===== src/verilog/noc_switch_pkg.sv =====
`default_nettype none

package noc_switch_pkg;

  // ~~~~~~~~~~~~~~~~~~~~~~~~~~~~~~~~~~~~~~~~~~~~~~~~~~~~~~~~~~
  // Router geometry and flit format
  // ~~~~~~~~~~~~~~~~~~~~~~~~~~~~~~~~~~~~~~~~~~~~~~~~~~~~~~~~~~

  // Input ports feeding one output port of the mesh router
  localparam int PORTS = 5;

  localparam int PAYLOAD_WIDTH   = 16;
  localparam int FLIT_TYPE_WIDTH = 2;

  // Flit type sits in the two most significant bits, payload below it
  localparam int FLIT_WIDTH = FLIT_TYPE_WIDTH + PAYLOAD_WIDTH;

  // ~~~~~~~~~~~~~~~~~~~~~~~~~~~~~~~~~~~~~~~~~~~~~~~~~~~~~~~~~~
  // Encodings
  // ~~~~~~~~~~~~~~~~~~~~~~~~~~~~~~~~~~~~~~~~~~~~~~~~~~~~~~~~~~

  // A single-flit packet is its own header and tail
  typedef enum logic [FLIT_TYPE_WIDTH-1:0] {
    FLIT_HEAD   = 2'd0,
    FLIT_BODY   = 2'd1,
    FLIT_TAIL   = 2'd2,
    FLIT_SINGLE = 2'd3
  } flit_type_e;

  typedef enum logic [2:0] {
    PORT_X_PLUS  = 3'd0,
    PORT_X_MINUS = 3'd1,
    PORT_Y_PLUS  = 3'd2,
    PORT_Y_MINUS = 3'd3,
    PORT_LOCAL   = 3'd4
  } port_e;

  typedef enum logic {
    ARB_IDLE   = 1'b0,
    ARB_LOCKED = 1'b1
  } arb_state_e;

endpackage

`default_nettype wire


===== src/verilog/noc_round_robin_arbiter.sv =====
`default_nettype none
`timescale 1ns/10ps

module noc_round_robin_arbiter (
  input  logic                             clk,
  input  logic                             rst_n,
  input  logic [noc_switch_pkg::PORTS-1:0] request,
  input  logic [noc_switch_pkg::PORTS-1:0] free,
  output logic [noc_switch_pkg::PORTS-1:0] grant
);
  import noc_switch_pkg::*;

  arb_state_e state;
  port_e      last_winner;
  port_e      pick;
  logic       pick_valid;

  // ~~~~~~~~~~~~~~~~~~~~~~~~~~~~~~~~~~~~~~~~~~~~~~~~~~~~~~~~~~
  // Rotating priority search
  // ~~~~~~~~~~~~~~~~~~~~~~~~~~~~~~~~~~~~~~~~~~~~~~~~~~~~~~~~~~
  // The port right after the last winner is looked at first
  always_comb begin : rr_search
    int idx;

    pick_valid = 1'b0;
    pick       = last_winner;
    for (int k = 1; k <= PORTS; k++) begin
      idx = (int'(last_winner) + k) % PORTS;
      if (!pick_valid && request[idx]) begin
        pick_valid = 1'b1;
        pick       = port_e'(idx);
      end
    end
  end

  // While locked the grant points at the stored winner
  always_comb begin
    grant = '0;
    if (state == ARB_LOCKED) begin
      grant[last_winner] = 1'b1;
    end else if (pick_valid) begin
      grant[pick] = 1'b1;
    end
  end

  // ~~~~~~~~~~~~~~~~~~~~~~~~~~~~~~~~~~~~~~~~~~~~~~~~~~~~~~~~~~
  // Lock control
  // ~~~~~~~~~~~~~~~~~~~~~~~~~~~~~~~~~~~~~~~~~~~~~~~~~~~~~~~~~~
  always_ff @(posedge clk) begin
    if (!rst_n) begin
      state       <= ARB_IDLE;
      last_winner <= PORT_LOCAL;
    end else begin
      case (state)
        ARB_IDLE: begin
          if (pick_valid) begin
            last_winner <= pick;
            // A single flit that got through leaves the channel open
            if (!free[pick]) begin
              state <= ARB_LOCKED;
            end
          end
        end
        ARB_LOCKED: begin
          if (free[last_winner]) begin
            state <= ARB_IDLE;
          end
        end
        default: state <= ARB_IDLE;
      endcase
    end
  end

endmodule

`default_nettype wire


===== config.mk =====
export PLATFORM = sky130hd
export DESIGN_NAME = noc_round_robin_arbiter
export DESIGN_NICKNAME = d
export VERILOG_FILES = /design/src/verilog/noc_switch_pkg.sv /design/src/verilog/noc_round_robin_arbiter.sv
export SDC_FILE = /design/constraint.sdc
export NUM_CORES = 1
export LEC_CHECK = 0
export ABC_AREA = 0
export BUFFER_PORTS_ARGS = -buffer_cell sky130_fd_sc_hd__clkbuf_2
export CELL_PAD_IN_SITES_DETAIL_PLACEMENT = 1
export CELL_PAD_IN_SITES_GLOBAL_PLACEMENT = 2
export CORE_MARGIN = 1
export CORE_UTILIZATION = 37
export DETAILED_ROUTE_END_ITERATION = 10
export PLACE_DENSITY = 0.85
export SLEW_MARGIN = 5
export SYNTH_ARGS = -nofsm -noshare
export SYNTH_HDL_FRONTEND = slang
export SYNTH_SLANG_ARGS = --single-unit

===== constraint.sdc =====
create_clock -name clk -period 7.5 [get_ports clk]
set_input_delay 0.75 -clock clk [delete_from_list [all_inputs] [get_ports clk]]
set_output_delay 0.75 -clock clk [all_outputs]
set_load 0.1 [all_outputs]

=== After elaboration in Yosys (flattened, before gate mapping) ===
Index checks and enable logic that the tools add are counted.

* Bits in registers: 4
* Input port bits: 12
* Output and inout bits: 5
* Word-level logic and storage cells: 72

* Add/subtract/negate cells: 5
* Div/mod/pow operators: 5
* $lt $le $gt $ge: 9
* Muxes and demuxes: 39
* Bitwise logic cells: 1
* Reduce and logical (&&, ||, !) cells: 11

{| class="wikitable"
|+ Operators by type and width
! operator !! number
|-
| $lt 32x5->1 const B || 5
|-
| $mod 32x4->32 const B || 5
|-
| $mux 1 || 22
|-
| $bmux 1 s3 || 7
|-
| $mux 3 || 5
|-
| $mux 5 || 2
|-
| $add 3x2->4 const B || 2
|-
| $add 3x3->4 const B || 2
|-
| $lt 3x4->1 const B || 2
|-
| $demux 1 s3 || 2
|-
| $ge 3x1->1 const B || 2
|-
| $logic_and 1x1->1 || 6
|-
| $add 3x1->4 const B || 1
|-
| $logic_not 1->1 || 4
|-
| $pmux 1 s2 || 1
|-
| $reduce_and 2->1 || 1
|-
| $not 1->1 || 1
|}

=== Logic depth before layout (Yosys ltp) ===
Gate-level depths: netlist (run 1).

* Depth in word-level cells: 24
* Mapped depth: 22
* Depth with buffers taken out: 19

=== Least setup slack after synthesis (run 1) ===
Ideal clock, no wire load.

* Path type: flip-flop to output port
* From: register last_winner[0]
* To: output grant[1] (netlist bit)
* Arrival time: 5647 ps
* Required time: 6750 ps
* Path slack: 1103 ps
* Cell stages (with the launch flop): 22
* Buffers on the path: 3
* Cell sequence: dfxtp_1 > buf_2 > buf_2 > inv_1 > clkbuf_1 > ha_1 > ha_1 > o31ai_1 > o31ai_1 > xnor2_1 > ha_1 > nor2b_1 > nor3_1 > mux2_2 > mux2i_1 > mux4_2 > mux2i_2 > a211oi_2 > a21oi_2 > nor2_1 > nor2_1 > a32o_1

* Word-level cells in the longest chain between the ends: 24
* Elaborated cells on any way between the ends: 55
* Those cells by class: 5 x add/sub; 5 x div; 4 x order compare; 31 x mux; 10 x reduce/logical

{| class="wikitable"
|+ RTL lines
! what !! line !! source
|-
| start, declared || noc_round_robin_arbiter.sv:14 || <nowiki>port_e last_winner;</nowiki>
|-
| start signal, assigned || noc_round_robin_arbiter.sv:57 || <nowiki>last_winner <= pick;</nowiki>
|-
| $add 3x1->4 || noc_round_robin_arbiter.sv:28 || <nowiki>idx = (int'(last_winner) + k) % PORTS;</nowiki>
|-
| $mod 32x4->32 || noc_round_robin_arbiter.sv:28 ||
|-
| $bmux 1 s3 || noc_round_robin_arbiter.sv:29 || <nowiki>if (!pick_valid && request[idx]) begin</nowiki>
|-
| $mux 1 (not written as such) (2 in series) || noc_round_robin_arbiter.sv:29 ||
|-
| $mux 1 || noc_round_robin_arbiter.sv:29 ||
|-
| $logic_not 1->1 || noc_round_robin_arbiter.sv:29 ||
|-
| $logic_and 1x1->1 || noc_round_robin_arbiter.sv:29 ||
|-
| $mux 1 || noc_round_robin_arbiter.sv:29 ||
|-
| [... 7 more ...] || - ||
|-
| $logic_and 1x1->1 || noc_round_robin_arbiter.sv:29 ||
|-
| $mux 3 || noc_round_robin_arbiter.sv:29 ||
|-
| $lt 3x4->1 (not written as such) or $ge 3x1->1 (tied branches) || noc_round_robin_arbiter.sv:42 || <nowiki>grant[pick] = 1'b1;</nowiki>
|-
| $logic_and 1x1->1 (not written as such) || noc_round_robin_arbiter.sv:42 ||
|-
| $mux 1 (not written as such) || noc_round_robin_arbiter.sv:42 ||
|-
| $demux 1 s3 || noc_round_robin_arbiter.sv:42 ||
|-
| $mux 5 || noc_round_robin_arbiter.sv:41 || <nowiki>end else if (pick_valid) begin</nowiki>
|-
| $mux 5 * || noc_round_robin_arbiter.sv:39 || <nowiki>if (state == ARB_LOCKED) begin</nowiki>
|-
| end, declared || noc_round_robin_arbiter.sv:9 || <nowiki>output logic [noc_switch_pkg::PORTS-1:0] grant</nowiki>
|}

Every way passes the cells marked *; elsewhere a longest branch is shown, timed or not. The select of a mux whose other input is x is not followed.

=== Final worst setup path (run 1) ===
Same ends and word-level chain as after synthesis.

==> metrics.md, run 1 <==
| Metric | Value |
|---|---|
| Critical path peak fanout | `19` |
| First-pass GRT wire length | `approximately 14000 um` |
| Row Count | `29` |
| Resize count post-CTS | `0` |
| Initial Util | `roughly two fifths` |
| Post-route DRC violation count | `0` |
| M1 GR Usage | `about a third` |
| CTS clk-pin slew, worst paths | `roughly 0.030 ns` |
| Post-synthesis compound-gate area fraction | `about a third` |
| Top Usage Layer GRT | `met2` |
| Post-synthesis sequential area ratio | `under 10%` |
| Max Fclk | `0.1533 GHz` |
| Min-Delay Path Class | `reg2reg` |
| Initial antenna violation count | `0` |
| Vias per cell | `approximately 6.4` |
| GPL Wtd Cong | `about 0.86` |
| H-Tree Depth | `1` |
| Post-Synth XOR/XNOR Area | `5.205%` |
| CP cell instances | `buf_4 > ha_1 > xnor2_4 > inv_2 > ha_1 > o31ai_1 > o31ai_1 > xnor2_1 > ha_1 > nor2b_1 > nor3_1 > mux2_2 > mux2i_1 > mux4_2 > mux2i_2 > a211oi_2 > a21oi_2 > nor2_1 > nor2_1 > a32o_1 > buf_12` |
| Bufs and invs on worst path | `3` |
| Pins Over Slew Limit | `0` |
| Kind of critical path | `reg2out` |
| Synth area leaders | `ha_1 11%, mux2i_1 5.2%, nand2_1 3.9%` |
| Max cap viols | `0` |
| Met2 usage | `a little over two fifths` |
| Post-synth cell types | `77` |
| Worst skew pair latency | `between 0.2 and 0.25 ns` |
| Final period util | `between 80% and 90%` |
| Placement Setup Slack | `roughly 1.2 ns` |
| Gr usage total | `a little under a quarter` |
| Number of synthesized flops with an enable pin | `0` |
| Ant. Diodes | `0` |
| Die height | `84.20 um` |
| Final-report setup violation count | `0` |
| Post-synth top cells | `26 x nand2_1, 21 x ha_1, 21 x nor2_1` |
| Via count | `2695` |
| Port buffer count | `16` |
| Crit start category | `flop` |
| Worst path top cell family by delay | `multiplexers` |
| Post-layout minimum cycle time | `6.521 ns` |
| Die W | `84.20 um` |
| Setup slack after layout | `just under 1 ns` |
| Clk_skew | `between 0.001 and 0.0015 ns` |
| Post-Syn Area | `approximately 0.0025 mm^2` |
| Fin nets | `about 380` |
| Yosys Warn Count | `0` |
| Num CTS Buffers | `3` |
| Syn avg cell area | `about 7.4 um^2` |
| Status | `complete, no violations` |
| Syn Nets | `371` |
| Area share of the largest cell type after synthesis | `a little over a tenth` |
| Root Driver | `clkbuf_8` |
| Hold buffer count at CTS | `0` |
| Main synth FF type | `dfxtp_1` |
| Post-DP HPWL | `between 6000 and 7000 um` |
| DP Area | `roughly 0.0027 mm^2` |
| Critical Path RT | `between 6 and 7 ns` |
| Worst Max-Slew Pin Slew | `around 1.1 ns` |
| Vias in the first global route | `between 2000 and 3000` |
| Fraction of registers with async set/reset | `0%` |
| Setup TNS | `0 ns` |
| CP dominant cell by count | `ha_1` |
| Synthesized flop and latch total | `4` |
| Wire length per cell | `between 15 and 20 um` |
| Clk buf depth | `2` |
| Post-CTS Setup Inserts | `0` |
| TritonRoute pass-1 iters | `5` |
| Largest family of logic cells by synthesized area | `compound AO/OA/AOI/OAI gates` |
| # clock sinks | `4` |
| Most numerous cell in the Yosys netlist | `nand2_1` |
| Die area | `roughly 0.0071 mm^2` |
| Routed Wire Length | `just over 8000 um` |
| Area leader, netlist | `ha_1` |
| RSZ-0062 raised after global routing | `false` |
| Largest net degree at the start of global routing | `25` |
| # IOs | `17` |
| Gate Count Post-Synth | `~340` |
| Arr. time, crit path | `slightly below 6 ns` |
| CTS tree | `yes` |
| Post-Synth Adder-Cell Area | `about a tenth` |
| CP Capture Type | `output port` |
| Congestion Overflow GR | `0` |
| Core area | `between 0.006 and 0.007 mm^2` |
| Hold violation total from the final report | `0` |
| Rel. slew slack | `between 20 and 25%` |
| Post-route design area | `around 0.0027 mm^2` |
| Area growth syn-to-layout | `9.910%` |
| Area share of and/or/nand/nor cells after synthesis | `28.33%` |
| ANT nets after route | `0` |
| Slowest cell delay on critical path | `0.59 ns` |
| CP max stage cell | `mux4_2` |
| Fillcell total | `822` |
| Proportion of layout cells with a drive suffix above 1 | `16.86%` |
| Mux cell area share after synthesis | `10.71%` |
| Min Hold Slack | `slightly below 0.7 ns` |
| Met3 GRT Util | `about 1.6%` |
| Iteration-0 DRC Markers | `between 100 and 150` |
per-stage QoR:
stage	utilization, %	instances
after global routing	42.78	421
final	42.78	421
after global placement	42.14	418
after detailed placement	42.14	418
after floorplan	-	338
after CTS	42.78	421
registers in the layout (all words and copies together), names as in the netlist:
name,flops
state,1
last_winner,3
layout by cell type, fill, tap and decap left out, types with 3 or more instances in the layout:
master,n
nor2_1,21
nand2_1,26
a21oi_1,19
xnor2_1,7
nor3b_1,4
nor3_1,8
o2111ai_1,4
and2_1,8
a211oi_1,4
nand3_1,15
ha_1,21
dfxtp_1,4
o211ai_1,5
or2_2,3
mux2i_1,13
a22o_1,6
clkbuf_8,3
o21ai_0,19
mux4_2,3
nand2b_1,9
o31ai_1,4
clkbuf_2,11
mux2_2,5
o21a_1,6
inv_1,13
o22ai_1,5
buf_4,9
nor2b_1,8
a21o_1,6
buf_12,5
and3_1,4
nand4_1,9
final cells by class:
class	instances	area (um^2)	area share, %
Clock buffer	3	41.29	1.503
Multi-Input combinational cell	297	2251	81.92
Timing Repair Buffer	25	222.7	8.106
Sequential cell	4	80.08	2.914
Inverter	15	56.30	2.049
Tap cell	77	96.34	3.506
per-layer routing:
metal,share of wire (%),vias up
met1,46,1335
met4,1.1,0
li1,-,1296
met3,3.9,10
met2,49,54
met5,0,-
worst paths after layout:
check	startpoint	slack (ns)	depth (start not counted)	endpoint
hold / removal	last_winner[1]	0.69	3	last_winner[1]
setup reg to reg	last_winner[0]	2.06	20	state
hold reg to reg	last_winner[1]	0.69	3	last_winner[1]
setup / recovery	last_winner[0]	0.98	21	grant[1]
logic make-up after synthesis:
kind of cell / after synthesis
simple gates: 129
mux: 22
xor+xnor: 11
flops: 4
buf+inv: 37
compound gates: 114
fa+ha+maj: 21
tightest hold or removal path, stage by stage, from the launching register on:
cell      delay, ns
dfxtp_1        0.29
buf_4          0.20
nand2_1        0.07
a21boi_0       0.08
Power of run 1 is left out: the tool's default activity adds up to more than one toggle a clock period on the data nets, which glitch-free logic cannot reach.
==> inputs of run 2 (changes only) <==
--- a/config.mk
+++ b/config.mk
@@ -10,10 +10,11 @@
 export CELL_PAD_IN_SITES_DETAIL_PLACEMENT = 1
 export CELL_PAD_IN_SITES_GLOBAL_PLACEMENT = 2
 export CORE_MARGIN = 1
-export CORE_UTILIZATION = 37
+export CORE_UTILIZATION = 31
 export DETAILED_ROUTE_END_ITERATION = 10
-export PLACE_DENSITY = 0.85
+export PLACE_DENSITY = 0.73
 export SLEW_MARGIN = 5
 export SYNTH_ARGS = -nofsm -noshare
 export SYNTH_HDL_FRONTEND = slang
 export SYNTH_SLANG_ARGS = --single-unit
+export TNS_END_PERCENT = 30
==> metrics.md, run 2 (synthesized netlist as in run 1, its figures left out) <==
| Metric | Value |
|---|---|
| Status | `complete, no violations` |
| Proportion of layout cells with a drive suffix above 1 | `16.86% (unchanged)` |
| # clock sinks | `4 (unchanged)` |
| ANT nets after route | `0 (unchanged)` |
| M1 GR Usage | `29.71% (-1.7 points)` |
| Routed Wire Length | `8502 um (+5.0%)` |
| Arr. time, crit path | `5.65 ns (-0.12 ns)` |
| Number of flip-flops in the largest register | `3 (unchanged)` |
| Worst R2R Start | `last_winner[1]` |
| CP dominant cell by count | `ha_1` |
| Clk_skew | `0.008808 ns (+0.007663 ns)` |
| Hold buffer count at CTS | `0 (unchanged)` |
| Crit path from | `last_winner[1]` |
| CTS tree | `yes` |
| Largest register by flop count | `last_winner` |
| Congestion Overflow GR | `0 (unchanged)` |
| Die W | `91.80 um (+9.0%)` |
| Die area | `0.008427 mm^2 (+19%)` |
| Ant. Diodes | `0 (unchanged)` |
| Bufs and invs on worst path | `3 (unchanged)` |
| First-pass GRT wire length | `14020 um (+2.4%)` |
| Initial antenna violation count | `0 (unchanged)` |
| Vias in the first global route | `2618 (-5.3%)` |
| Reg2Reg Setup Slack | `2.21 ns (+0.15 ns)` |
| CP Capture Type | `output port` |
| Critical Path End | `grant[1]` |
| Post-route DRC violation count | `0 (unchanged)` |
| Final-report setup violation count | `0 (unchanged)` |
| CP max stage cell | `mux4_2` |
| Setup TNS | `0 ns (unchanged)` |
| Top Usage Layer GRT | `met2` |
| Num CTS Buffers | `3 (unchanged)` |
| Critical path peak fanout | `13 (-6)` |
| Gr usage total | `20.59% (-3.0 points)` |
| Max Fclk | `0.1562 GHz (+1.9%)` |
| Final period util | `85.34% (-1.6 points)` |
| RSZ-0062 raised after global routing | `false` |
| Iteration-0 DRC Markers | `116 (+5.5%)` |
| Largest net degree at the start of global routing | `25 (unchanged)` |
| Rel. slew slack | `22.11% (-0.58 points)` |
| Worst path top cell family by delay | `multiplexers` |
| Hold violation total from the final report | `0 (unchanged)` |
| Post-CTS Setup Inserts | `0 (unchanged)` |
| CTS clk-pin slew, worst paths | `0.04 ns (about the same)` |
| Wire length per cell | `19.06 um (-0.93%)` |
| Clk buf depth | `2 (unchanged)` |
| # IOs | `17 (unchanged)` |
| Row Count | `32 (+10%)` |
| WP depth | `21 (unchanged)` |
| Initial Util | `32.18% (-6.7 points)` |
| Post-route design area | `0.002779 mm^2 (+1.1%)` |
| Worst Max-Slew Pin Slew | `1.156 ns (+0.008673 ns)` |
| Post-DP HPWL | `6465 um (+2.7%)` |
| Crit start category | `flop` |
| Max cap viols | `0 (unchanged)` |
| Fillcell total | `999 (+22%)` |
| Met2 usage | `34.52% (-7.4 points)` |
| Core area | `0.007767 mm^2 (+21%)` |
| TritonRoute pass-1 iters | `4 (-1)` |
| GPL Wtd Cong | `0.8367 (-2.5%)` |
| Post-layout minimum cycle time | `6.400 ns (-0.1207 ns)` |
| Via count | `2694 (-0.037%)` |
| Worst flop-to-flop path endpoint | `state` |
| Worst skew pair latency | `0.23 ns (about the same)` |
| Die height | `91.80 um (+9.0%)` |
| FF-to-FF path depth | `20 (unchanged)` |
| Root Driver | `clkbuf_8` |
| Vias per cell | `6.040 (-5.6%)` |
| CP cell instances | `buf_4 > ha_1 > xnor2_4 > inv_2 > ha_1 > o31ai_1 > o31ai_1 > xnor2_1 > ha_1 > nor2b_1 > nor3_1 > mux2_2 > mux2i_1 > mux4_2 > mux2i_2 > a211oi_2 > a21oi_2 > nor2_1 > nor2_1 > a32o_1 > buf_12` |
| Resize count post-CTS | `0 (unchanged)` |
| DP Area | `0.002738 mm^2 (+1.2%)` |
| Commonest non-fill, non-tap cells in the layout | `26 x nand2_1, 21 x nor2_1, 21 x ha_1, 19 x a21oi_1, 19 x o21ai_0` |
| Min-Delay Path Class | `reg2reg` |
| Largest regs | `last_winner: 3 flops, state: 1 flops` |
| Port buffer count | `16 (unchanged)` |
| Slowest cell delay on critical path | `0.59 ns (about the same)` |
| Most common cell after layout, fill and taps aside | `nand2_1` |
| Met3 GRT Util | `1.078% (-0.50 points)` |
| Fin nets | `379 (unchanged)` |
| Area growth syn-to-layout | `11.16%` |
| H-Tree Depth | `1 (unchanged)` |
| Kind of critical path | `reg2out` |
| Pins Over Slew Limit | `0 (unchanged)` |
| Critical Path RT | `6.75 ns (about the same)` |
==> run 2: cell counts in the layout (fill, tap and decap cells not counted) <==
Identical to the previous run, type by type.
==> run 2: final cells by class <==
type	instances	area, um^2	share of cell area (%)
flip-flops and latches	4	80.08	2.882
well taps	102	127.6	4.593
inverters	15	56.30	2.026
repair buffers	25	222.7	8.014
clock buffers	3	41.29	1.486
multi-input cells	297	2251	81.00
==> run 2: worst min path at each step <==
stage	endpoint	depth (start not counted)	slack, ns	from
3_3_place_gp	last_winner[1]	2	0.52	last_winner[1]
3_5_place_dp	last_winner[1]	2	0.53	last_winner[1]
6_report	last_winner[1]	2	0.53	last_winner[1]
2_1_floorplan	state	3	0.62	state
4_1_cts	last_winner[1]	2	0.54	last_winner[1]
5_1_grt	last_winner[1]	2	0.58	last_winner[1]
==> run 2: metal layers <==
layer | vias to the layer above | share of wire (%)
li1 | 1296 | -
met1 | 1364 | 52
met2 | 28 | 46
met3 | 6 | 1.4
met4 | 0 | 0.73
met5 | - | 0
==> run 2: stage by stage <==
stage                     hold slack [ns]  utilization [%]  instances  setup slack, ns
after floorplan                    0.6214                -        338            1.103
after global placement             0.5204            35.24        443            1.502
after detailed placement           0.5306            35.24        443            1.378
after CTS                          0.5360            35.78        446            1.101
after global routing               0.5770            35.78        446           0.6787
final                              0.5341            35.78        446            1.100
==> run 2: worst reg2reg max path: stages (launching register included) <==
cell       delay (ns)
dfxtp_1          0.39
buf_4            0.25
ha_1             0.30
xnor2_4          0.20
inv_2            0.09
ha_1             0.25
o31ai_1          0.20
o31ai_1          0.12
xnor2_1          0.29
ha_1             0.24
nor2b_1          0.27
nor3_1           0.09
mux2_2           0.29
mux2i_1          0.39
mux4_2           0.59
mux2i_2          0.43
a211oi_2         0.16
a21oi_2          0.25
o21ai_1          0.09
o2111ai_1        0.19
o22ai_1          0.10
Power of run 2 is left out for the same reason.
==> inputs of run 3 (changes only) <==
--- a/config.mk
+++ b/config.mk
@@ -9,6 +9,7 @@
 export BUFFER_PORTS_ARGS = -buffer_cell sky130_fd_sc_hd__clkbuf_2
 export CELL_PAD_IN_SITES_DETAIL_PLACEMENT = 1
 export CELL_PAD_IN_SITES_GLOBAL_PLACEMENT = 2
+export CORE_ASPECT_RATIO = 1.1
 export CORE_MARGIN = 1
 export CORE_UTILIZATION = 31
 export DETAILED_ROUTE_END_ITERATION = 10
==> metrics.md, run 3 (synthesized netlist as in run 1, its figures left out) <==
| Metric | Value |
|---|---|
| Core area | `0.007639 mm^2 (-1.7%)` |
| Worst skew pair latency | `0.22 ns (about the same)` |
| Setup slack after layout | `0.7150 ns (-0.3846 ns)` |
| Die W | `87.62 um (-4.6%)` |
| GPL Wtd Cong | `0.8348 (-0.23%)` |
| Gr usage total | `20.85% (+0.26 points)` |
| Largest net degree at the start of global routing | `25 (unchanged)` |
| Post-CTS Setup Inserts | `0 (unchanged)` |
| Critical Path End | `grant[1]` |
| Initial Util | `32.73% (+0.54 points)` |
| Initial antenna violation count | `0 (unchanged)` |
| Crit start category | `flop` |
| CP dominant cell by count | `ha_1` |
| Die height | `96.19 um (+4.8%)` |
| Number of flip-flops in the largest register | `3 (unchanged)` |
| H-Tree Depth | `1 (unchanged)` |
| ANT nets after route | `0 (unchanged)` |
| Most common cell after layout, fill and taps aside | `nand2_1` |
| Area growth syn-to-layout | `10.71%` |
| RSZ-0062 raised after global routing | `false` |
| Final-report setup violation count | `0 (unchanged)` |
| Proportion of layout cells with a drive suffix above 1 | `16.37% (-0.49 points)` |
| Rel. slew slack | `19.81% (-2.3 points)` |
| CP Capture Type | `output port` |
| Resize count post-CTS | `0 (unchanged)` |
| Ant. Diodes | `0 (unchanged)` |
| Slowest cell delay on critical path | `0.78 ns (+0.19 ns)` |
| Iteration-0 DRC Markers | `182 (+57%)` |
| Min-Delay Path Class | `reg2reg` |
| Largest register by flop count | `last_winner` |
| Critical path peak fanout | `16 (+3)` |
| Commonest non-fill, non-tap cells in the layout | `26 x nand2_1, 21 x nor2_1, 21 x ha_1, 19 x a21oi_1, 19 x o21ai_0` |
| # IOs | `17 (unchanged)` |
| Placement Setup Slack | `0.9352 ns (-0.4433 ns)` |
| Post-layout minimum cycle time | `6.785 ns (+0.3846 ns)` |
| Die area | `0.008428 mm^2 (about the same)` |
| CTS tree | `yes` |
| Crit path from | `last_winner[1]` |
| Max Fclk | `0.1474 GHz (-5.7%)` |
| Vias per cell | `5.989 (-0.85%)` |
| Via count | `2677 (-0.63%)` |
| Setup TNS | `0 ns (unchanged)` |
| First-pass GRT wire length | `13790 um (-1.6%)` |
| Fin nets | `377 (-0.53%)` |
| Routed Wire Length | `8390 um (-1.3%)` |
| Hold violation total from the final report | `0 (unchanged)` |
| Hold buffer count at CTS | `0 (unchanged)` |
| Fillcell total | `988 (-1.1%)` |
| # clock sinks | `4 (unchanged)` |
| Worst Max-Slew Pin Slew | `1.190 ns (+0.03408 ns)` |
| Final period util | `90.47% (+5.1 points)` |
| Num CTS Buffers | `3 (unchanged)` |
| Largest regs | `last_winner: 3 flops, state: 1 flops` |
| Critical Path RT | `6.75 ns (about the same)` |
| Row Count | `33 (+3.1%)` |
| Port buffer count | `16 (unchanged)` |
| CP max stage cell | `dfxtp_1` |
| Clk_skew | `0.002947 ns (-0.005861 ns)` |
| Post-DP HPWL | `6443 um (-0.34%)` |
| TritonRoute pass-1 iters | `4 (unchanged)` |
| Pins Over Slew Limit | `0 (unchanged)` |
| CP cell instances | `inv_1 > ha_1 > ha_1 > o31ai_1 > o31ai_1 > xnor2_1 > ha_1 > nor2b_1 > nor3_1 > mux2_2 > mux2i_1 > mux4_2 > mux2i_2 > a211oi_2 > a21oi_2 > nor2_1 > nor2_1 > a32o_1 > buf_12` |
| Kind of critical path | `reg2out` |
| Root Driver | `clkbuf_8` |
| Reg2Reg Setup Slack | `1.82 ns (-0.39 ns)` |
| CTS clk-pin slew, worst paths | `0.03 ns (about the same)` |
| Max cap viols | `0 (unchanged)` |
| FF-to-FF path depth | `18 (-10%)` |
| Clk buf depth | `2 (unchanged)` |
| Status | `complete, no violations` |
| Post-route DRC violation count | `0 (unchanged)` |
| Arr. time, crit path | `6.03 ns (+0.38 ns)` |
| Worst R2R Start | `last_winner[1]` |
| Vias in the first global route | `2693 (+2.9%)` |
| Congestion Overflow GR | `0 (unchanged)` |
| Wire length per cell | `18.77 um (-1.5%)` |
| Worst flop-to-flop path endpoint | `state` |
==> run 3: changes by cell type in the layout (fill, tap and decap cells not counted), sizes merged <==
cell  before  now
buf       14   12
==> run 3: critical path: cells and delay by family, from the launching register on <==
kind	cells	cell delay, ns
mux	4	1.71
compound gates	5	1.04
fa+ha+maj	3	0.88
flops	1	0.78
simple gates	4	0.61
buf+inv	2	0.49
xor+xnor	1	0.32
==> run 3: how the worst min path moves through the flow <==
stage	from	to	slack [ns]	depth (start not counted)
2_1_floorplan	state	state	0.62	3
3_3_place_gp	state	state	0.73	3
3_5_place_dp	state	state	0.71	3
6_report	state	state	0.73	3
4_1_cts	state	state	0.72	3
5_1_grt	state	state	0.80	3
==> run 3: cell type report <==
| type | count | area (um^2) | area share, % |
|---|---|---|---|
| Tap cell | 105 | 131.4 | 4.747 |
| Clock buffer | 3 | 41.29 | 1.492 |
| Sequential cell | 4 | 80.08 | 2.893 |
| Timing Repair Buffer | 23 | 207.7 | 7.505 |
| Multi-Input combinational cell | 297 | 2251 | 81.33 |
| Inverter | 15 | 56.30 | 2.034 |
==> run 3: metal layers <==
layer | GRT usage, % | vias up | part of all wire [%]
met3 | 1.115 | 6 | 1.9
met2 | 37.17 | 34 | 49
met5 | 0 | - | 0
li1 | - | 1290 | -
met4 | 3.005 | 0 | 0.70
met1 | 28.11 | 1347 | 48
==> run 3: metrics by stage <==
| stage | hold slack, ns | std cells | area [um^2] | utilization [%] |
|---|---|---|---|---|
| 4_1_cts | 0.7157 | 447 | 2768 | 36.23 |
| 3_3_place_gp | 0.7279 | 444 | 2726 | 35.69 |
| 5_1_grt | 0.7952 | 447 | 2768 | 36.23 |
| 3_5_place_dp | 0.7144 | 444 | 2726 | 35.69 |
| 6_report | 0.7260 | 447 | 2768 | 36.23 |
| 2_1_floorplan | 0.6214 | 338 | 2500 | - |
Power of run 3 is left out for the same reason.
